### src/source/rv_pipe_ctrl.sv
// halt controller; once halted only a reset restarts the core
`timescale 1ns/1ps

module rv_pipe_ctrl (
    input  logic clk,
    input  logic reset_i,
    input  logic ex_valid_i,
    input  logic ex_halt_req_i,
    input  logic ex_illegal_i,
    output logic fetch_stop_o,
    output logic squash_decode_o,
    output logic halted_o,
    output logic illegal_o
);

    localparam logic [1:0] st_run    = 2'd0;
    localparam logic [1:0] st_drain  = 2'd1;
    localparam logic [1:0] st_halted = 2'd2;

    logic [1:0] state_q;
    logic       illegal_q;
    logic       halt_now;

    assign halt_now        = state_q == st_run && ex_valid_i && ex_halt_req_i;
    assign fetch_stop_o    = halt_now || state_q != st_run;
    assign squash_decode_o = fetch_stop_o;          // nothing younger than the halt proceeds
    assign halted_o        = state_q != st_run;
    assign illegal_o       = illegal_q;

    always_ff @(posedge clk) begin
        if (reset_i) begin
            state_q   <= st_run;
            illegal_q <= 1'b0;
        end else begin
            case (state_q)
                st_run: begin
                    if (halt_now) begin
                        state_q   <= st_drain;
                        illegal_q <= ex_illegal_i;  // keep the cause
                    end
                end
                st_drain: state_q <= st_halted;
                default:  state_q <= st_halted;
            endcase
        end
    end

endmodule

### config.mk
export PLATFORM = sky130hd
export DESIGN_NAME = rv_pipe_ctrl
export DESIGN_NICKNAME = d
export VERILOG_FILES = /design/src/source/rv_pipe_ctrl.sv
export SDC_FILE = /design/constraint.sdc
export NUM_CORES = 1
export LEC_CHECK = 0
export BUFFER_PORTS_ARGS = -buffer_cell sky130_fd_sc_hd__buf_2
export CAP_MARGIN = 20
export CORE_AREA = 2 2 39 41
export DETAILED_ROUTE_END_ITERATION = 6
export DIE_AREA = 0 0 41 43
export PLACE_DENSITY = 0.35
export SYNTH_ARGS = -nofsm -noshare
export SYNTH_HDL_FRONTEND = slang
export SYNTH_SLANG_ARGS = --single-unit
export TNS_END_PERCENT = 10
### constraint.sdc
create_clock -name clk -period 0.8 [get_ports clk]
set_input_delay 0.2 -clock clk [delete_from_list [all_inputs] [get_ports clk]]
set_output_delay 0.2 -clock clk [all_outputs]
set_load 0.02 [all_outputs]
-- After elaboration in Yosys (flattened, before gate mapping)
Index checks and enable logic that the tools add are counted.
- register bits after elaboration: 3
- latch bits: 0
- memory bits (writable): 0
- ROM bits: 0
- logic and storage cells: 14
- memories: 0
- add/sub/neg operators: 0
- multipliers: 0
- divide/modulo/power cells: 0
- magnitude comparators: 0
- eq/ne operators: 1
- shift operators: 0
- multiplexer cells: 2
- bitwise operators: 1
- reductions and logical operators: 7
- operators with widths (operator ; count):
    2-to-1 mux 2 bit ; 2
    logical AND 1 bit ; 2
    zero test 2 bit ; 1
    != test 2 bit (second input constant) ; 1
    AND reduction 2 bit ; 1
    nonzero test 2 bit ; 1
    OR reduction 2 bit ; 1
    logical OR 1 bit ; 1
    NOT 1 bit ; 1

-- Longest topological paths before layout
- depth after elaboration: 5
- depth in mapped cells: 3
- gate-level depth less buffers: 2

-- Worst setup path after synthesis
No wires, ideal clock.
- path kind: reg-to-output
- start: reg state_q[0]
- end: out squash_decode_o
- arrival: 0.814 ns
- required time: 0.600 ns
- path slack: -0.214 ns
- stages on the path, launching flop included: 4
- buffers on the path: 1
- cells stage by stage: dfxtp_1 nor2_1 nand2_1 buf_4
- longest elaborated chain between the ends: 4
- elaborated cells between the ends (all ways): 5
- those cells by class: reduce/logical (5)
- ends and longest elaborated chain (element ; RTL line ; RTL):
    start: declaration ; 20 ; logic [1:0] state_q;
    start signal: assignment ; 32 ; state_q <= st_run;
    start signal: assignment ; 38 ; state_q <= st_drain;
    start signal: assignment ; 42 ; st_drain: state_q <= st_halted;
    zero test 2 bit ; 24 ; assign halt_now = state_q == st_run && ex_valid_i && ex_halt_req_i;
    logical AND 1 bit (2 in a row) ; 24 ;
    logical OR 1 bit * ; 25 ; assign fetch_stop_o = halt_now || state_q != st_run;
    end: declaration ; 11 ; output logic squash_decode_o,
Every way passes the cells marked *; elsewhere a longest branch is shown, timed or not.

-- Worst setup path after layout
- start: reg state_q[0]
- end: out halted_o
- longest elaborated chain between the ends: 1
- ends and longest elaborated chain (element ; RTL line ; RTL):
    nonzero test 2 bit ; 27 ; assign halted_o = state_q != st_run;
    end: declaration ; 12 ; output logic halted_o,
No other way between the ends.

==> summary.md <==
| Metric | Value |
|---|---|
| Ys Warns | `0` |
| CTS tree | `done` |
| Post-synth EDFFs | `0` |
| DR WL/cell | `7.16 um` |
| R2r setup slk | `-0.08 ns` |
| GRT Total Usage | `0.0471` |
| P_leak | `0.131 nW` |
| Failing checks | `setup timing` |
| Post-synthesis cell area | `130 um2` |
| Peak VDD IR | `375 uV` |
| Worst-Skew Late Latency | `0.23 ns` |
| Root Buffer | `clkbuf_4` |
| Clock sink count | `3` |
| Total grt overflow | `0` |
| Initial Util | `0.0940` |
| Die area | `0.00176 mm2` |
| Slowest-stage cell, CP | `dfxtp_2` |
| RD Place Congestion | `0.529` |
| Post-synth top flop | `dfxtp_1` |
| # IOs | `9` |
| DR pass1 iterations | `1` |
| Worst hold path class | `input port to flop` |
| Area Growth Syn to Fin | `106%` |
| Fmax | `919 MHz` |
| Worst Setup Slack, final | `-0.288 ns` |
| Net Sw Power | `136 uW` |
| Worst EP required | `0.60 ns` |
| Routed Antenna Nets | `0` |
| Final wirelength | `308 um` |
| Largest net degree at the start of global routing | `5` |
| Crit path kind | `flop to output pin` |
| Initial antenna violation count | `0` |
| CTS Hold Bufs | `0` |
| Vias | `136` |
| Hold EP | `state_q[1]` |
| Final Cycle Share | `1.36` |
| Core region area | `0.00138 mm2` |
| Pwr Total | `548 uW` |
| Avg Inst Size Synth | `9.29 um2` |
| Int Pwr | `412 uW` |
| Reg2reg path depth | `2` |
| Period minus WS final | `1.09 ns` |
| R2R Path Start | `state_q[0]` |
| Critical-path maximum fanout | `3` |
| Flop pwr share | `0.303` |
| Final-report hold violation count | `0` |
| Pre-CTS setup slack | `-0.0762 ns` |
| Cts bufs inserted | `3` |
| Clock Power Share | `0.479` |
| RSZ-0062 raised after global routing | `yes` |
| Critical path arrival | `0.89 ns` |
| Placed Area | `206 um2` |
| Nets | `33` |
| Final setup viols | `7` |
| Buf/Inv on CP | `2` |
| Family with the most delay on the worst path | `flip-flops` |
| Asr flop ratio synth | `0` |
| Max-Cap Viols | `0` |
| Fin area | `268 um2` |
| Startpoint Class | `flop` |
| Vias in the first global route | `128` |
| Port Buffers | `8` |
| Crit. End Element | `output pin` |
| TNS Setup | `-1.10 ns` |
| Crit-path cells | `nor2_4 -> inv_1 -> buf_6` |
| Chip width | `41 um` |
| Setup Skew | `0.000522 ns` |
| Gate power share | `0.218` |
| Clock Pin Slew Worst Setup and Hold Paths | `0.04 ns` |
| Post-route DRC | `0` |
| Area leader, netlist | `dfxtp_1` |
| Syn Inst Count | `14` |
| Sequential area share after synthesis | `0.462` |
| Tightest Pin Transition | `0.101 ns` |
| Flops & latches, synth | `3` |
| Antenna Cells | `0` |
| Normalized max-slew margin | `0.930` |
| Die Height | `43 um` |
| Count leader, synth | `dfxtp_1` |
| Number of vias per cell | `3.16` |
| Status | `complete, but fails checks` |
| R2r endpoint | `illegal_o` |
| DR iter-0 viols | `0` |
| Min-Delay Startpoint | `reset_i` |
| Share of cells above drive strength 1 | `0.704` |
| Max stage delay on crit path | `0.32 ns` |
| Max-slew violation count | `0` |
| Syn_nets | `19` |
| Number of library cell types mapped by synthesis | `9` |
| Top cell type's share of synthesized area | `0.462` |
| PD cells | `2050 mW/mm2` |
| Commonest cells in the netlist | `dfxtp_1, nand2_1, nand2b_1, nor2_1` |
| H-tree levels | `1` |
| Sw frac | `0.248` |
| Hold Path Stages | `2` |
| Area contributors post-synth | `dfxtp_1, and4bb_1, nand2b_1` |
| Clock buffer depth | `2` |
| First-pass GRT wire length | `462 um` |
| Rows | `14` |
[worst max-delay path by stage]
stage                     from         endpoint  depth (start not counted)
global placement    state_q[0]       state_q[0]                          2
global route        state_q[0]         halted_o                          3
detailed placement  state_q[1]        illegal_o                          2
floorplan           state_q[1]  squash_decode_o                          3
CTS                 state_q[0]     fetch_stop_o                          3
finish              state_q[0]         halted_o                          3
[metal layers]
layer  wire length [um]  share of wire  global-route usage  up-vias
li1                   -              -                   -       70
met1                130           0.42              0.0513       57
met2                129           0.42              0.0406        9
met3                 48           0.16              0.0471        0
met4                  0              0              0.0600        0
met5                  0              0                   0        -
[sequential cells by signal, indices dropped and copies added (netlist names)]
| register | count |
|---|---|
| state_q | 2 |
| illegal_o | 1 |
[placed cells by master (no fill, tap or decap), types with 2 or more instances in the layout]
master and n:
buf_2 4, buf_4 2, buf_6 4, clkbuf_4 3, dfxtp_2 3, nand2b_1 2
[cell type report]
cell class,instances,area [um2]
inverters,1,3.75
well taps,16,20.0
repair buffers,10,80.1
multi-input cells,9,73.8
flip-flops and latches,3,63.8
clock buffers,4,26.3
fillers,152,1120
[power by group through the flow]
stage / Combinational (mW) / Clock [mW] / Sequential [mW]
final: 0.120 / 0.262 / 0.166
after global routing: 0.131 / 0.291 / 0.166
after CTS: 0.119 / 0.282 / 0.166
after detailed placement: 0.0898 / 0 / 0.166
after global placement: 0.0890 / 0 / 0.166
after floorplan: 0.0624 / 0 / 0.169
[timing repair]
action | 4_1_cts | 5_1_grt
setup buffers | 1 | 0
pin swaps | 3 | 0
setup endpoints to repair | 6 | 7
resized for setup | 10 | 0
[cells by family after synthesis]
family	after synthesis	share of synthesized area
buffers and inverters	2	0.0865
DFF	3	0.462
and+or+nand+nor	8	0.375
muxes	1	0.0769
[through the flow]
step,hold WS [ns],utilization,std cells
after floorplan,0.265,-,14
after global placement,0.381,0.149,38
after detailed placement,0.386,0.149,38
after CTS,0.138,0.193,43
after global routing,0.160,0.193,43
final,0.150,0.193,43
Note: power is estimated with default switching activity, not from simulation.
