==> src/source/rv_perf_counter.sv <==
// cycle and retire counters; both saturate and freeze while halted
`timescale 1ns/1ps

module rv_perf_counter #(
    parameter int COUNT_WIDTH = 32
) (
    input  logic                   clk,
    input  logic                   reset_i,
    input  logic                   halted_i,
    input  logic                   retire_i,
    output logic [COUNT_WIDTH-1:0] cycle_count_o,
    output logic [COUNT_WIDTH-1:0] instret_count_o
);

    always_ff @(posedge clk) begin
        if (reset_i) begin
            cycle_count_o   <= '0;
            instret_count_o <= '0;
        end else if (!halted_i) begin
            if (cycle_count_o != '1) begin
                cycle_count_o <= cycle_count_o + 1'b1;
            end
            if (retire_i && instret_count_o != '1) begin
                instret_count_o <= instret_count_o + 1'b1;
            end
        end
    end

endmodule

==> config.mk <==
export PLATFORM = sky130hd
export DESIGN_NAME = rv_perf_counter
export DESIGN_NICKNAME = d
export VERILOG_FILES = /design/src/source/rv_perf_counter.sv
export SDC_FILE = /design/constraint.sdc
export NUM_CORES = 1
export LEC_CHECK = 0
export BUFFER_PORTS_ARGS = -buffer_cell sky130_fd_sc_hd__buf_2
export CELL_PAD_IN_SITES_DETAIL_PLACEMENT = 1
export CELL_PAD_IN_SITES_GLOBAL_PLACEMENT = 2
export CORE_AREA = 2 2 101 103
export DETAILED_ROUTE_END_ITERATION = 12
export DIE_AREA = 0 0 103 105
export HOLD_SLACK_MARGIN = 0.03
export PLACE_DENSITY_LB_ADDON = 0.1
export REMOVE_ABC_BUFFERS = 1
export SLEW_MARGIN = 25
export SYNTH_ARGS = -nofsm -noshare
export SYNTH_HDL_FRONTEND = slang
export SYNTH_SLANG_ARGS = --single-unit
==> constraint.sdc <==
create_clock -name clk -period 6.05 [get_ports clk]
set_input_delay 0.605 -clock clk [delete_from_list [all_inputs] [get_ports clk]]
set_output_delay 0.605 -clock clk [all_outputs]
set_load 0.01 [all_outputs]
=== Word level (Yosys, flattened, before mapping) ===
Cells that the tools add are included.
Widths: inputs -> output; s select.

* Flip-flop bits (word level): 64
* Input bits: 4
* Logic and storage cells: 10

* $add $sub $neg: 2
* Equality and inequality tests: 2
* Bitwise operators: 1
* Reductions and logical operators: 3

{| class="wikitable"
|+ Operators with widths
! cell !! number
|-
| $add 32x1->32 const B || 2
|-
| $ne 32x32->1 const B || 2
|-
| $reduce_and 2->1 || 2
|-
| $logic_and 1x1->1 || 1
|-
| $not 1->1 || 1
|}

=== Logic depth before layout (Yosys ltp) ===
* Depth in word-level cells: 3
* Mapped depth: 9
* Gate-level depth less buffers: 6

=== Worst setup path before layout ===
OpenSTA, ideal clock, no wires.

* Kind: input-to-reg
* Start: input port halted_i
* End: register instret_count_o[27]
* Setup time: 121 ps
* Arrival: 1893 ps
* Setup slack: 4037 ps
* Stages: 6
* Cells stage by stage: nand2b_1 nor3_1 nand3_1 clkbuf_1 nor3b_1 mux2_2

* Longest elaborated chain between the ends: 2

{| class="wikitable"
|+ RTL lines
! element !! line !! RTL
|-
| start, declared || 9 || <nowiki>input logic halted_i,</nowiki>
|-
| $not 1->1 (no line) || -- ||
|-
| $reduce_and 2->1 (no line) || -- ||
|-
| end signal, assigned || 24 || <nowiki>instret_count_o <= instret_count_o + 1'b1;</nowiki>
|-
| end, declared || 12 || <nowiki>output logic [COUNT_WIDTH-1:0] instret_count_o</nowiki>
|}

Every way passes these cells.
A chain may end at the register's enable or synchronous reset.

=== Worst setup path in the final report ===
* Start: register instret_count_o[21]
* End: register instret_count_o[25]

* Longest elaborated chain between the ends: 3

{| class="wikitable"
|+ RTL lines
! element
|-
| branches (longest 3 deep; another with $add 32x1->32)
|}

Parallel ways; which one is timed is not known.

==> impl_metrics.csv <==
group,metric,value,unit
status,status,"finished clean",
critical_path,end_kind,"flop",
logic_synthesis,synth_enable_flop_cells,0,
flow_run,maxCapViolations,0,
power_and_ir_drop,power.total,0.000885,W
worst_hold_path,hold_class,"flop to flop",
clock_tree,cts_sinks,64,
critical_path,arrival,3.18,ns
logic_synthesis,synth_area_per_cell,8.45,um^2
drt,wl_per_cell,15.7,um
sta,period_share,0.486,
clock_tree,htreeDepth,3,
drt,drt-pass1-iter-count,4,
final_layout,final_cells,591,
logic_synthesis,syn_area,3320,um^2
die,core_area,9640,um^2
die,die_w,103,um
critical_path,cp-start-kind,"flop",
critical_path,r2r_start,"instret_count_o[21]",
logic_synthesis,synthArstFlopShare,0,
sta,setup_tns,0,ns
die,ios,68,
critical_path,worstSetupPathType,"flop to flop",
logic_synthesis,synth.distinct_cells,54,
clock_tree,clk_pin_slew,0.08,ns
drt,route.detailed.drc,0,
final_layout,antenna_cells,0,
place,dp_hpwl,6.36,mm
final_layout,area_growth,19.4,%
global_route,grt_max_degree,74,
global_route,grt_usage,0.175,
global_route,antenna_found_initial,0,
die,die_y,105,um
clock_tree,cts_made_buffers,9,
drt,route.antenna.remaining_nets,0,
clock_tree,post_cts_buffers,0,
die,rows,36,
sta,fin_skew,0.0119,ns
logic_synthesis,yosysSeqAreaShare,0.386,
sta,hold_viol,0,
clock_tree,cts_hold_buffers,0,
logic_synthesis,synth_ff_type,"dfxtp_1",
power_and_ir_drop,power_density,223,nW/um^2
sta,tightest_slew,0.954,ns
final_layout,final_common_cell,"buf_2",
clock_tree,ctsLongestPathBuffers,2,
place,dp_cells,575,
critical_path,crit_start,"instret_count_o[21]",
sta,slew_headroom,0.359,
worst_hold_path,hp-start,"cycle_count_o[26]",
global_route,overflow,0,
place,routabilityCongestion,0.752,
logic_synthesis,yosys_warnings,0,
logic_synthesis,ys_seq_elements,64,
drt,vias,3260,
clock_tree,root_buffer,"clkbuf_8",
place,port_buffers,67,
sta,setup_ws,3.11,ns
sta,finalSetupViolCount,0,
critical_path,worstPathMaxFanout,25,
clock_tree,cts_resized,0,
critical_path,required,6.29,ns
sta,rsz0062_at_grt,"no",
drt,via_per_inst,5.52,
power_and_ir_drop,ir_worst_vdd,0.0000931,V
global_route,grt_pass1_wl,15.2,mm
power_and_ir_drop,p_leak,1.47,nW
die,initial_core_util,0.345,
final_layout,drive_gt1_frac,0.234,
clock_tree,tritoncts,"built",
die,dieArea,10800,um^2
place,pre_cts_slack,3.10,ns
final_layout,mostFrequentLayoutCells,"buf_2 (67), dfxtp_1 (64), a21oi_1 (42)",
sta,layout_min_cycle_time,2.94,ns
drt,drt_iter0_drc,86,
clock_tree,clock_latency,0.35,ns
final_layout,nNetsFinal,459,
drt,wl,9.29,mm
sta,maxSlewViolCount,0,
sta,timing.fmax,340,MHz
global_route,grt_pass1_vias,3130,
logic_synthesis,syn_inst,393,
[final timing paths]
| kind | to | slack (ns) | depth (start not counted) |
|---|---|---|---|
| max | instret_count_o[25] | 3.11 | 5 |
| max reg2reg | instret_count_o[25] | 3.11 | 5 |
| min | cycle_count_o[26] | 0.50 | 2 |
| min reg2reg | cycle_count_o[26] | 0.50 | 2 |
[logic make-up after synthesis]
family / Yosys count / share of synthesized area
XOR/XNOR: 15 / 0.0395
AO/OA/AOI/OAI: 98 / 0.182
flip-flops: 64 / 0.386
buffers and inverters: 26 / 0.0369
multiplexers: 7 / 0.0237
adder cells (fa/ha/maj): 2 / 0.00753
AND/OR/NAND/NOR: 181 / 0.325
[Yosys cell counts, types with 2 or more instances]
| cell | count | area [um^2] |
|---|---|---|
| a211oi_1 | 2 | 15.0 |
| a21oi_1 | 42 | 210 |
| a311oi_1 | 3 | 26.3 |
| a31o_2 | 4 | 35.0 |
| a31oi_1 | 3 | 18.8 |
| and2_1 | 2 | 12.5 |
| and3_1 | 9 | 56.3 |
| and4_1 | 6 | 52.6 |
| buf_2 | 8 | 40.0 |
| buf_6 | 2 | 22.5 |
| clkbuf_1 | 8 | 30.0 |
| dfxtp_1 | 64 | 1280 |
| ha_1 | 2 | 25.0 |
| inv_1 | 7 | 26.3 |
| mux2_2 | 6 | 67.6 |
| nand2_1 | 28 | 105 |
| nand2b_1 | 3 | 18.8 |
| nand3_1 | 18 | 90.1 |
| nand4_1 | 15 | 93.8 |
| nand4_2 | 3 | 37.5 |
| nand4b_1 | 2 | 17.5 |
| nor2_1 | 28 | 105 |
| nor2b_1 | 8 | 50.1 |
| nor3_1 | 9 | 45.0 |
| nor3b_1 | 2 | 15.0 |
| nor4_1 | 4 | 25.0 |
| o21ai_0 | 22 | 110 |
| o31ai_1 | 12 | 90.1 |
| o41ai_1 | 3 | 26.3 |
| or3_1 | 21 | 131 |
| or4_1 | 10 | 75.1 |
| or4b_1 | 2 | 20.0 |
| xnor2_1 | 14 | 123 |
[critical path: stages, from the launching register on]
cell and delay, ns:
dfxtp_1 0.47, nand4_1 0.20, nor4_2 0.86, and3_1 0.84, nor3_1 0.16, mux2_2 0.30
[per-layer routing]
| layer | GRT usage | wire, um | vias up | share of wire |
|---|---|---|---|---|
| li1 | - | - | 1611 | - |
| met5 | 0 | 0 | - | 0 |
| met1 | 0.234 | 4470 | 1584 | 0.48 |
| met3 | 0.0314 | 308 | 14 | 0.033 |
| met4 | 0.0658 | 165 | 0 | 0.018 |
| met2 | 0.277 | 4350 | 51 | 0.47 |
[cell type report]
cell class / instances / area, um^2
multi-input combinational: 303 / 1920
tap: 133 / 166
inverter: 7 / 26.3
timing repair buffer: 68 / 343
clock inverter: 5 / 78.8
sequential: 64 / 1280
fill: 1202 / 5670
clock buffer: 11 / 151
[state kept, by name (all words and copies together), names as in the netlist]
register,cells
cycle_count_o,32
instret_count_o,32
[per-stage QoR]
stage,utilization,hold slack [ns],cell area [um^2]
global placement,0.387,0.474,3730
CTS,0.411,0.503,3970
floorplan,-,0.492,3230
global route,0.411,0.524,3970
detailed placement,0.387,0.494,3730
finish,0.411,0.498,3970
[report_power, final]
part / switching [W] / internal [W] / total (W)
sequential: 0.00000377 / 0.000423 / 0.000427
combinational: 0.0000173 / 0.00000740 / 0.0000247
clock: 0.000180 / 0.000254 / 0.000434
total: 0.000201 / 0.000684 / 0.000885
(Power assumes the default switching activity.)
