==> config.mk <==
export PLATFORM = sky130hd
export DESIGN_NAME = rv_fetch
export DESIGN_NICKNAME = d
export VERILOG_FILES = /design/src/source/rv_pkg.sv /design/src/source/rv_fetch.sv
export SDC_FILE = /design/constraint.sdc
export NUM_CORES = 1
export LEC_CHECK = 0
export BUFFER_PORTS_ARGS = -buffer_cell sky130_fd_sc_hd__buf_2
export CORE_ASPECT_RATIO = 1.75
export CORE_MARGIN = 3
export CORE_UTILIZATION = 45
export DETAILED_ROUTE_END_ITERATION = 16
export PLACE_DENSITY = 0.71
export SYNTH_ARGS = -nofsm -noshare
export SYNTH_HDL_FRONTEND = slang
export SYNTH_SLANG_ARGS = --single-unit
==> constraint.sdc <==
create_clock -name clk -period 4.2 [get_ports clk]
set_input_delay 0.84 -clock clk [delete_from_list [all_inputs] [get_ports clk]]
set_output_delay 0.84 -clock clk [all_outputs]
set_load 0.02 [all_outputs]
==> src/source/rv_pkg.sv <==
// shared rv64 core definitions; covers only the integer ALU subset, LUI and EBREAK
package rv_pkg;

    parameter int xlen           = 64;
    parameter int reg_addr_width = 5;

    // pass_b carries the LUI immediate straight through
    typedef enum logic [3:0] {
        alu_add,
        alu_sub,
        alu_sll,
        alu_slt,
        alu_sltu,
        alu_xor,
        alu_srl,
        alu_sra,
        alu_or,
        alu_and,
        alu_pass_b
    } alu_op_t;

    localparam logic [6:0] op_reg    = 7'b0110011;
    localparam logic [6:0] op_imm    = 7'b0010011;
    localparam logic [6:0] op_lui    = 7'b0110111;
    localparam logic [6:0] op_system = 7'b1110011;

    localparam logic [11:0] ebreak_imm = 12'h001;

    // one instruction word, seen as R type or I type
    typedef union packed {
        struct packed {
            logic [6:0] funct7;
            logic [4:0] rs2;
            logic [4:0] rs1;
            logic [2:0] funct3;
            logic [4:0] rd;
            logic [6:0] opcode;
        } r;
        struct packed {
            logic [11:0] imm12;
            logic [4:0]  rs1;
            logic [2:0]  funct3;
            logic [4:0]  rd;
            logic [6:0]  opcode;
        } i;
    } inst_fmt_u;

endpackage

==> src/source/rv_fetch.sv <==
// fetch stage; expects the instruction word back in the same cycle, no redirect support
`timescale 1ns/1ps

module rv_fetch #(
    parameter logic [rv_pkg::xlen-1:0] RESET_PC = '0
) (
    input  logic                    clk,
    input  logic                    reset_i,
    input  logic                    fetch_stop_i,
    input  logic [31:0]             inst_i,
    output logic [rv_pkg::xlen-1:0] inst_addr_o,
    output logic                    if_valid_o,
    output logic [rv_pkg::xlen-1:0] if_pc_o,
    output logic [31:0]             if_inst_o
);

    // inst_addr_o is the program counter itself
    always_ff @(posedge clk) begin
        if (reset_i) begin
            inst_addr_o <= RESET_PC;
            if_valid_o  <= 1'b0;
        end else if (fetch_stop_i) begin
            if_valid_o  <= 1'b0;                 // hold pc, drop the word in flight
        end else begin
            inst_addr_o <= inst_addr_o + 'd4;
            if_valid_o  <= 1'b1;
        end
    end

    always_ff @(posedge clk) begin
        if (!fetch_stop_i) begin
            if_pc_o   <= inst_addr_o;
            if_inst_o <= inst_i;
        end
    end

endmodule

# --- Word level (Yosys, flattened, before mapping) ---
# Cells that the tools add are included.
op_classes:
  n_mux: 1
  addsub: 1
ops:
  columns: ["cell", "n"]
  rows:
  - ["adder 64 x 3 -> 64 bit, second input constant", 1]
  - ["two-way mux 1 bit", 1]
word_totals:
  output_inout_bits: 161
  reg_bits: 161
  input_bits: 35

# --- Longest topological paths before layout ---
# Gate-level depths: netlist of run 1.
logic_depth:
  depth_word: 1
  depth_mapped: 9

# --- Worst setup path after synthesis of run 1 ---
# Ideal clock, no wire load.
synth_timing:
  kind: "input to register"
  start: "input port fetch_stop_i"
  end: "register if_inst_o[0] (enable)"
  n_path_buf: 1
  arrival_ns: 2.848
  path_slack_ns: 0.905
  stages: 2
  path_cell_list: "clkbuf_1 > inv_1"
synth_rtl:
  columns: ["item", "line_no", "rtl"]
  rows:
  - ["from (decl)", "rv_fetch.sv:9", "input logic fetch_stop_i,"]
  - ["to (signal assigned)", "rv_fetch.sv:33", "if_inst_o <= inst_i;"]
  - ["to (decl)", "rv_fetch.sv:14", "output logic [31:0] if_inst_o"]
# No word-level cell between the ends.

# --- Final worst setup path of run 1 ---
layout_timing:
  start: "register inst_addr_o[21] (netlist name)"
  end: "register inst_addr_o[57] (netlist name)"
layout_via:
  elab_chain_cells: 1
layout_rtl:
  columns: ["item", "line_no", "rtl"]
  rows:
  - ["from (decl)", "rv_fetch.sv:11", "output logic [rv_pkg::xlen-1:0] inst_addr_o,"]
  - ["from (signal assigned)", "rv_fetch.sv:25", "inst_addr_o <= inst_addr_o + 'd4;"]
  - ["adder 64 x 3 -> 64 bit", "rv_fetch.sv:25", null]
# Every way passes these cells.
# A chain may end at the register's enable or synchronous reset.

==> results by group, run 1 <==
Synth
  • Netlist cell types: 41
  • Register area share after synthesis: 0.695
  • Top cell type's share of synthesized area: 0.481
  • Ranking of synthesized cells by area: edfxtp_1 48%, dfxtp_1 21%, xnor2_1 4.0%
  • Post-synthesis average cell area: 12.7 sq um
  • Ys Warns: 0
  • Mapped Cells: 463
  • Cell taking the most area after synthesis: edfxtp_1
  • Synth Cell Area: 5870 sq um
  • Yosys reg bits: 157

Clock network
  • Buffer levels on the longest clock path: 2
  • Htree depth: 4
  • Post-CTS setup buffers: 0
  • Clk pin slew, worst setup/hold paths: 0.06 ns
  • CTS tree: done
  • CTS Sinks: 157
  • CTS Buf Count: 17
  • Root Buffer: clkbuf_16
  • CTS Hold Bufs: 0
  • Post_cts resized: 0
  • Insertion delay to the later sink of the worst-skew pair: 0.42 ns

Timing
  • Unrepaired setup endpoints after global routing: false
  • Setup-failing EPs final: 0
  • Fin. max-slew vios: 0
  • Post-layout minimum cycle time: 2.75 ns
  • Hold Fails Final Rpt: 0
  • Post-route setup TNS: 0 ns
  • Max Fclk: 0.363 GHz
  • Slew of the pin with the lowest slew margin: 1.14 ns
  • Final period util: 0.655
  • Max transition margin: 0.241
  • Fin Clk Skew: 0.00798 ns

Worst setup path
  • Startpoint Class: flop
  • Crit path launch: inst_addr_o[21]
  • CP Depth: 5
  • Req. time, crit path: 4.53 ns
  • Buf+Inv Stages, Crit Path: 0
  • R2R Path End: inst_addr_o[57]
  • Worst-path maximum fanout: 15
  • End point of the critical path: inst_addr_o[57]
  • Crit path DAT: 3.08 ns
  • Reg-to-reg startpoint: inst_addr_o[21]
  • Flop-to-flop setup slack: 1.45 ns
  • Setup crit end kind: flop
  • Crit Path Category: reg2reg
  • Max incr delay on CP: 0.81 ns
  • Cell-by-cell trace of the critical path: and4_1 -> nand4_1 -> or4_1 -> or3_1 -> a21oi_1
  • CP top delay family: simple AND/OR/NAND/NOR gates
  • Slowest stage cell on the critical path: or4_1
  • Worst Reg2Reg Path Length in Cells: 5

Final layout
  • Final nets: 693
  • Share of cells above drive strength 1: 0.348
  • P&R area growth vs syn: 28.6%
  • Diode count: 0
  • Finished Cell Area: 7550 sq um
  • Commonest non-fill, non-tap cell in the layout: buf_2
  • Commonest non-fill, non-tap cells in the layout: 191 x buf_2, 94 x edfxtp_1, 63 x dfxtp_1, 51 x nor2_1, 27 x xnor2_1

Routing
  • Final antenna-violating net count: 0
  • DRT Wirelength: 13.8 mm
  • DR vias: 4334
  • # DRC: 0
  • Mean number of vias per cell: 5.17
  • DRT iter0 DRCs: 322
  • Wirelength per Cell: 16.4 microns
  • Drt pass-1 iters: 4

Job
  • Maxcap violations: 0

Floorplan
  • Die width: 92.4 microns
  • Rows: 54
  • IO Pins: 196
  • Die Area: 14500 sq um
  • Starting Density: 0.465
  • Area of the core: 12600 sq um
  • DIE HEIGHT: 157 microns

Placement
  • Placer Congestion: 0.818
  • IO buf count: 191
  • HPWL after DPL: 9.99 mm
  • Cell Area, Placed: 6970 sq um

Power
  • Pwr/cell area: 440 nW/um^2
  • Worst vdd ir: 0.331 mV
  • Leakage power: 3.03 nW

Global route
  • First-pass GRT wire length: 21.5 mm
  • GR Overflow Total: 0
  • Vias in the first global route: 4234
  • Gr usage total: 0.193
  • Largest net degree at the start of global routing: 95
  • Initial antenna violation count: 0

Status
  • Status: finished clean

Min path
  • Worst min-delay path class: reg2reg
[stage by stage]
| step | power (mW) | worst slack [ns] | std cells | hold WS, ns | utilization |
|---|---|---|---|---|---|
| 2_1_floorplan | 1.82 | 0.905 | 466 | 0.561 | - |
| 3_3_place_gp | 1.87 | 1.31 | 806 | 0.499 | 0.552 |
| 3_5_place_dp | 1.88 | 1.27 | 806 | 0.509 | 0.552 |
| 4_1_cts | 3.36 | 1.47 | 838 | 0.522 | 0.598 |
| 5_1_grt | 3.43 | 1.28 | 838 | 0.531 | 0.598 |
| 6_report | 3.32 | 1.45 | 838 | 0.517 | 0.598 |
[worst min path at each step]
stage / from / to / slack (ns) / cells past startpoint
4_1_cts: inst_addr_o[58] / inst_addr_o[58] / 0.52 / 2
3_5_place_dp: inst_addr_o[38] / if_pc_o[38] / 0.51 / 0
3_3_place_gp: inst_addr_o[19] / if_pc_o[19] / 0.50 / 0
2_1_floorplan: inst_addr_o[29] / if_pc_o[29] / 0.56 / 0
6_report: inst_addr_o[19] / if_pc_o[19] / 0.52 / 0
5_1_grt: inst_addr_o[63] / if_pc_o[63] / 0.53 / 0
[cells by family (layout without fill, tap and decap cells)]
| logic type | count (synthesis) | count (layout) | share of synthesized area |
|---|---|---|---|
| and+or+nand+nor | 189 | 189 | 0.175 |
| buffers and inverters | 33 | 237 | 0.0241 |
| other | 1 | 4 | 0.000639 |
| AOI/OAI and AO/OA | 41 | 41 | 0.0403 |
| DFF | 157 | 157 | 0.695 |
| adders and majority gates | 1 | 1 | 0.00213 |
| muxes | 3 | 3 | 0.00554 |
| xor gates and xnor gates | 38 | 38 | 0.0567 |
[registers in the layout, summed over array words and instances (netlist names)]
name	count
if_inst_o	32
if_pc_o	62
if_valid_o	1
inst_addr_o	62
[synthesized netlist by cell type, drive strengths merged]
cell	count
or4	15
or2	2
mux2i	1
o21a	1
or3	12
xor2	11
o21ai	9
and4b	1
nand3b	1
nor2	51
a31oi	1
mux2	2
nand4	19
a31o	1
clkbuf	13
o31ai	8
and3b	1
nor4	13
nand3	22
and2	3
dfxtp	63
ha	1
xnor2	27
buf	8
conb	1
nand4b	1
nor3	9
o41ai	1
nor2b	3
and3	6
a21oi	20
inv	12
nand2	21
edfxtp	94
and4	9
[area by class of cell]
cell class	instances	area, sq um
clock buffers	18	429
clock inverters	14	153
fillers	1019	5080
inverters	12	47.5
multi-input cells	276	1660
flip-flops and latches	157	4080
well taps	168	210
repair buffers	193	971
[report_power, final]
part | switching (mW) | leakage, nW | internal, mW
combinational | 0.109 | 1.28 | 0.0442
clock | 0.642 | 0.275 | 0.839
sequential | 0.0116 | 1.48 | 1.68
total | 0.763 | 3.03 | 2.56
[metal layers]
metal  up-vias  GRT usage  part of all wire
li1       2088          -                 -
met1      2038      0.197              0.36
met2       178      0.349              0.55
met3        30     0.0526             0.064
met4         0      0.112             0.033
met5         -          0                 0
Note: power is estimated with default switching activity, not from simulation.
==> run 2: changes to the inputs <==
==> constraint.sdc (replaced) <==
create_clock -name clk -period 2.8 [get_ports clk]
set_input_delay 0.56 -clock clk [delete_from_list [all_inputs] [get_ports clk]]
set_output_delay 0.56 -clock clk [all_outputs]
set_load 0.02 [all_outputs]
==> run 2 against run 1 <==
Effect of this change: core utilization rose by 0.94 points; critical path depth did not move; design area rose by 1.6%; clock-buffer cell count did not move; maximum frequency rose by 5.1%; critical endpoint is now inst_addr_o[60]; largest power group unchanged; highest routed layer unchanged.
==> results by group, run 2 (same netlist as run 1, synthesis figures left out) <==
Status
  • Status: finished clean

Clock network
  • Insertion delay to the later sink of the worst-skew pair: 0.42 ns (about the same)
  • Post_cts resized: 0 (unchanged)
  • CTS Hold Bufs: 0 (unchanged)
  • CTS Sinks: 157 (unchanged)
  • Root Buffer: clkbuf_16
  • Buffer levels on the longest clock path: 2 (unchanged)
  • CTS Buf Count: 17 (unchanged)
  • Post-CTS setup buffers: 0 (unchanged)
  • Htree depth: 4 (unchanged)
  • CTS tree: done
  • Clk pin slew, worst setup/hold paths: 0.06 ns (about the same)

Worst setup path
  • Crit Path Category: reg2reg
  • Max incr delay on CP: 0.69 ns (-0.12 ns)
  • Crit path DAT: 2.97 ns (-0.11 ns)
  • Cell-by-cell trace of the critical path: nand3_2 -> or4_4 -> or4_1 -> or4_1 -> a21oi_1
  • Worst Reg2Reg Path Length in Cells: 5 (unchanged)
  • Worst-path maximum fanout: 8 (-7)
  • Crit path top cell by count: or4_1
  • Slowest stage cell on the critical path: or4_1
  • Setup crit end kind: flop
  • R2R Path End: inst_addr_o[60]
  • Reg-to-reg startpoint: inst_addr_o[42]
  • Flop-to-flop setup slack: 0.18 ns (-1.27 ns)
  • Startpoint Class: flop
  • Req. time, crit path: 3.15 ns (-1.38 ns)

Routing
  • DRT iter0 DRCs: 233 (-28%)
  • # DRC: 0 (unchanged)
  • Drt pass-1 iters: 5 (+1)
  • DR vias: 4475 (+3.3%)
  • DRT Wirelength: 14.3 mm (+3.6%)
  • Final antenna-violating net count: 0 (unchanged)
  • Wirelength per Cell: 16.8 microns (+1.9%)
  • Mean number of vias per cell: 5.25 (+1.6%)

Placement
  • IO buf count: 191 (unchanged)
  • Cell Area, Placed: 7090 sq um (+1.7%)
  • Placer Congestion: 0.850 (+3.9%)
  • HPWL after DPL: 10.5 mm (+5.6%)

Power
  • Pwr/cell area: 652 nW/um^2 (+48%)
  • Leakage power: 3.10 nW (+2.3%)
  • Worst vdd ir: 0.436 mV (+32%)

Timing
  • Max transition margin: 0.617 (+0.376)
  • Slew of the pin with the lowest slew margin: 0.569 ns (-0.570 ns)
  • Setup-failing EPs final: 0 (unchanged)
  • Hold Fails Final Rpt: 0 (unchanged)
  • Max Fclk: 0.382 GHz (+5.1%)
  • Post-route setup TNS: 0 ns (unchanged)
  • Fin. max-slew vios: 0 (unchanged)
  • Fin Clk Skew: 0.00969 ns (+0.00171 ns)
  • Post-layout minimum cycle time: 2.62 ns (-0.133 ns)
  • Unrepaired setup endpoints after global routing: false
  • Final period util: 0.935 (+0.280)

Floorplan
  • IO Pins: 196 (unchanged)
  • Die width: 92.4 microns (unchanged)
  • Area of the core: 12600 sq um (unchanged)
  • Rows: 54 (unchanged)
  • Starting Density: 0.465 (unchanged)
  • DIE HEIGHT: 157 microns (unchanged)
  • Die Area: 14500 sq um (unchanged)

Final layout
  • Commonest non-fill, non-tap cell in the layout: buf_2
  • Fillers: 1019 (unchanged)
  • Finished Cell Area: 7670 sq um (+1.6%)
  • FF/Latch Area: 4080 sq um (unchanged)
  • Multi-input logic area: 1660 sq um (unchanged)
  • Share of cells above drive strength 1: 0.361 (+0.0133)
  • Largest registers: if_pc_o x62, inst_addr_o x62, if_inst_o x32
  • Commonest non-fill, non-tap cells in the layout: 191 x buf_2, 94 x edfxtp_1, 63 x dfxtp_1, 51 x nor2_1, 27 x xnor2_1
  • Diode count: 0 (unchanged)
  • Post-route core utilization: 0.607 (+0.00941)
  • Final nets: 707 (+2.0%)
  • P&R area growth vs syn: 30.6%

Global route
  • Largest net degree at the start of global routing: 53 (-44%)
  • First-pass GRT wire length: 22.0 mm (+2.3%)
  • Vias in the first global route: 4408 (+4.1%)
  • Gr usage total: 0.197 (+0.00419)
  • GR Overflow Total: 0 (unchanged)
  • Initial antenna violation count: 0 (unchanged)

Min path
  • Worst hold path depth: 1 (+1)
  • Hold Crit Start: inst_i[15]
  • Worst min-delay path class: in2reg
  • Hold Path Sink: if_inst_o[15]

Job
  • Maxcap violations: 0 (unchanged)
-- run 2: changes by cell type in the layout (fill, tap and decap cells not counted), sizes merged --
cell / change
clkinv: +1
clkinvlp: +1
buf: +14
inv: -2
-- run 2: report_power, final --
part / total [mW] / internal [mW] / leakage (nW) / switching [mW]
clock: 2.23 / 1.26 / 0.275 / 0.975
sequential: 2.53 / 2.51 / 1.48 / 0.0191
combinational: 0.240 / 0.0722 / 1.35 / 0.167
total: 5.00 / 3.84 / 3.10 / 1.16
-- run 2: metal layers --
layer	GRT usage	wire length, microns	part of all wire	vias to the layer above
li1	-	-	-	2119
met1	0.194	4960	0.35	2147
met2	0.366	7900	0.55	183
met3	0.0612	1070	0.075	26
met4	0.0992	351	0.025	0
met5	0	0	0	-
-- run 2: how the worst max path moves through the flow --
stage	from	to	slack [ns]	depth (start not counted)
floorplan	fetch_stop_i	if_inst_o[0]	0.10	2
global placement	inst_addr_o[42]	inst_addr_o[58]	0.30	5
detailed placement	inst_addr_o[42]	inst_addr_o[60]	0.18	5
CTS	inst_addr_o[42]	inst_addr_o[60]	0.18	5
global route	inst_addr_o[42]	inst_addr_o[60]	0.08	5
finish	inst_addr_o[42]	inst_addr_o[60]	0.18	5
-- run 2: cell type report --
class / count / share of cell area
Sequential cell: 157 / 0.532
Multi-Input combinational cell: 276 / 0.216
Tap cell: 168 / 0.0274
Clock inverter: 14 / 0.0199
Clock buffer: 18 / 0.0559
Timing Repair Buffer: 207 / 0.142
Inverter: 12 / 0.00636
-- run 2: critical path: cells and delay by family, from the launching register on --
family | cells | cell delay (ns)
AO/OA/AOI/OAI | 1 | 0.15
AND/OR/NAND/NOR | 4 | 1.95
flip-flops | 1 | 0.45
-- run 2: stage by stage --
step           cells  power, mW  hold WS, ns  setup slack (ns)
2_1_floorplan    466       2.73        0.561             0.102
3_3_place_gp     820       2.82        0.467             0.299
3_5_place_dp     820       2.83        0.474             0.182
4_1_cts          852       5.04        0.301             0.180
5_1_grt          852       5.16        0.291            0.0791
6_report         852       5.00        0.312             0.181
==> run 3: changes to the inputs <==
--- a/config.mk
+++ b/config.mk
@@ -6,7 +6,6 @@
 export NUM_CORES = 1
 export LEC_CHECK = 0
 export BUFFER_PORTS_ARGS = -buffer_cell sky130_fd_sc_hd__buf_2
-export CORE_ASPECT_RATIO = 1.75
 export CORE_MARGIN = 3
 export CORE_UTILIZATION = 45
 export DETAILED_ROUTE_END_ITERATION = 16
==> run 3 against run 2 <==
Effect of this change: combinational power about the same; critical path type unchanged; maximum frequency grew 0.74%; largest cell class unchanged; critical path depth is the same; worst setup slack improved by 0.019 ns; wire length shrank 0.28%; non-clock buffer count down 5; power up 4.0%; hold slack worse by 0.00089 ns; sequential share of layout area fell by 0.20 points.
==> results by group, run 3 (same netlist as run 1, synthesis figures left out) <==
Worst setup path
  • Crit path top cell by count: or4_1
  • Max incr delay on CP: 0.64 ns (-0.05 ns)
  • Flop-to-flop setup slack: 0.20 ns (+0.02 ns)
  • R2R Path End: inst_addr_o[63]
  • End point of the critical path: inst_addr_o[63]
  • Setup crit end kind: flop
  • Worst Reg2Reg Path Length in Cells: 5 (unchanged)
  • Slowest stage cell on the critical path: or4_1
  • Worst-path maximum fanout: 7 (-1)
  • Cell-by-cell trace of the critical path: nand4_1 -> or4_1 -> or4_1 -> nor4_1 -> mux2_2
  • Crit path DAT: 2.91 ns (-0.06 ns)
  • Crit Path Category: reg2reg
  • Req. time, crit path: 3.11 ns (-0.04 ns)
  • Startpoint Class: flop
  • Crit path launch: inst_addr_o[35]
  • Reg-to-reg startpoint: inst_addr_o[35]

Clock network
  • CTS tree: done
  • Clk pin slew, worst setup/hold paths: 0.06 ns (about the same)
  • Root Buffer: clkbuf_16
  • CTS Buf Count: 17 (unchanged)
  • Post_cts resized: 0 (unchanged)
  • Post-CTS setup buffers: 0 (unchanged)
  • CTS Hold Bufs: 0 (unchanged)
  • Buffer levels on the longest clock path: 2 (unchanged)
  • Insertion delay to the later sink of the worst-skew pair: 0.42 ns (about the same)
  • Htree depth: 4 (unchanged)
  • CTS Sinks: 157 (unchanged)

Global route
  • Vias in the first global route: 4259 (-3.4%)
  • GR Overflow Total: 0 (unchanged)
  • Largest net degree at the start of global routing: 61 (+15%)
  • First-pass GRT wire length: 22.3 mm (+1.1%)
  • Gr usage total: 0.199 (+0.00199)
  • Initial antenna violation count: 0 (unchanged)

Final layout
  • Diode count: 0 (unchanged)
  • Final nets: 702 (-0.71%)
  • FF/Latch Area: 4080 sq um (unchanged)
  • Commonest non-fill, non-tap cells in the layout: 191 x buf_2, 94 x edfxtp_1, 63 x dfxtp_1, 51 x nor2_1, 27 x xnor2_1
  • Share of cells above drive strength 1: 0.352 (-0.00912)
  • Largest registers: if_pc_o x62, inst_addr_o x62, if_inst_o x32
  • Multi-input logic area: 1660 sq um (unchanged)
  • Post-route core utilization: 0.608 (about the same)
  • P&R area growth vs syn: 31.1%
  • Fillers: 1067 (+4.7%)
  • Commonest non-fill, non-tap cell in the layout: buf_2

Timing
  • Unrepaired setup endpoints after global routing: false
  • Fin. max-slew vios: 0 (unchanged)
  • Setup-failing EPs final: 0 (unchanged)
  • Post-layout minimum cycle time: 2.60 ns (-0.0193 ns)
  • Slew of the pin with the lowest slew margin: 0.598 ns (+0.0284 ns)
  • Final period util: 0.929 (-0.00690)
  • Final WS setup: 0.200 ns (+0.0193 ns)
  • Max Fclk: 0.385 GHz (+0.74%)
  • Hold Fails Final Rpt: 0 (unchanged)
  • Fin Clk Skew: 0.00662 ns (-0.00307 ns)
  • Post-route setup TNS: 0 ns (unchanged)
  • Max transition margin: 0.598 (-0.0191)

Power
  • Pint: 4.16 mW (+8.3%)
  • Pwr/cell area: 676 nW/um^2 (+3.6%)
  • Reg power frac: 0.487 (-0.019)
  • Clock Power Share: 0.467 (+0.021)
  • Worst vdd ir: 0.313 mV (-28%)
  • Sw Pwr: 1.05 mW (-10%)
  • Leakage power: 3.10 nW (-0.20%)
  • Comb pwr share: 0.046 (-0.002)
  • Net Sw Frac: 0.201 (-0.0313)

Floorplan
  • Starting Density: 0.464 (-0.00133)
  • DIE HEIGHT: 120 microns (-23%)
  • Die Area: 14500 sq um (-0.38%)
  • Area of the core: 12700 sq um (+0.29%)
  • IO Pins: 196 (unchanged)
  • Rows: 41 (-24%)
  • Die width: 120 microns (+30%)

Placement
  • IO buf count: 191 (unchanged)
  • Placer Congestion: 0.807 (-5.0%)
  • Pre-CTS WS: 0.226 ns (+0.0441 ns)
  • HPWL after DPL: 10.4 mm (-1.6%)

Job
  • Maxcap violations: 0 (unchanged)

Routing
  • Wirelength per Cell: 16.7 microns (-0.16%)
  • Final antenna-violating net count: 0 (unchanged)
  • Drt pass-1 iters: 5 (unchanged)
  • # DRC: 0 (unchanged)
  • DR vias: 4435 (-0.89%)
  • Mean number of vias per cell: 5.21 (-0.78%)
  • DRT Wirelength: 14.2 mm (-0.28%)
  • DRT iter0 DRCs: 335 (+44%)

Min path
  • Hold Crit Start: inst_i[1]
  • Worst min-delay path class: in2reg

Status
  • Status: finished clean
[run 3: cell types whose count changed in the layout (fill, tap and decap cells not counted), sizes merged]
cell / delta
inv: -6
clkinv: -2
bufinv: +4
clkbuf: +2
clkinvlp: +2
buf: -5
[run 3: worst max-delay path, delay by kind of cell (launching register included)]
kind             cells  cell delay (ns)
flip-flops           1             0.45
multiplexers         1             0.37
AND/OR/NAND/NOR      4             1.68
[run 3: layout make-up]
type                    count  share of cell area
flip-flops and latches    157               0.530
multi-input cells         276               0.215
repair buffers            202               0.138
clock buffers              20              0.0567
well taps                 172              0.0279
clock inverters            12              0.0252
inverters                  12             0.00634
[run 3: power groups by stage]
stage | clock network, mW | registers (mW) | logic [mW]
2_1_floorplan | 0 | 2.68 | 0.0490
3_3_place_gp | 0 | 2.58 | 0.240
3_5_place_dp | 0 | 2.58 | 0.242
4_1_cts | 2.48 | 2.53 | 0.243
5_1_grt | 2.58 | 2.54 | 0.254
6_report | 2.43 | 2.53 | 0.239
[run 3: worst min-delay path by stage]
| stage | endpoint | slack [ns] | depth (start not counted) |
|---|---|---|---|
| 2_1_floorplan | if_pc_o[29] | 0.56 | 0 |
| 3_3_place_gp | if_pc_o[19] | 0.48 | 0 |
| 5_1_grt | if_inst_o[3] | 0.29 | 1 |
| 3_5_place_dp | if_pc_o[19] | 0.50 | 0 |
| 4_1_cts | if_inst_o[13] | 0.30 | 1 |
| 6_report | if_inst_o[1] | 0.31 | 1 |
[run 3: routing by layer]
metal	global-route usage	wire length, microns	vias to the layer above
li1	-	-	2110
met1	0.243	5970	2129
met2	0.327	6940	183
met3	0.0706	1140	13
met4	0.0744	195	0
met5	0	0	-
[run 3: through the flow]
stage / hold WS [ns] / instances / power, mW / cell area [sq um]
4_1_cts: 0.295 / 851 / 5.26 / 7700
3_5_place_dp: 0.501 / 819 / 2.83 / 7070
2_1_floorplan: 0.561 / 466 / 2.73 / 5890
6_report: 0.311 / 851 / 5.20 / 7700
5_1_grt: 0.290 / 851 / 5.38 / 7700
3_3_place_gp: 0.483 / 819 / 2.82 / 7070
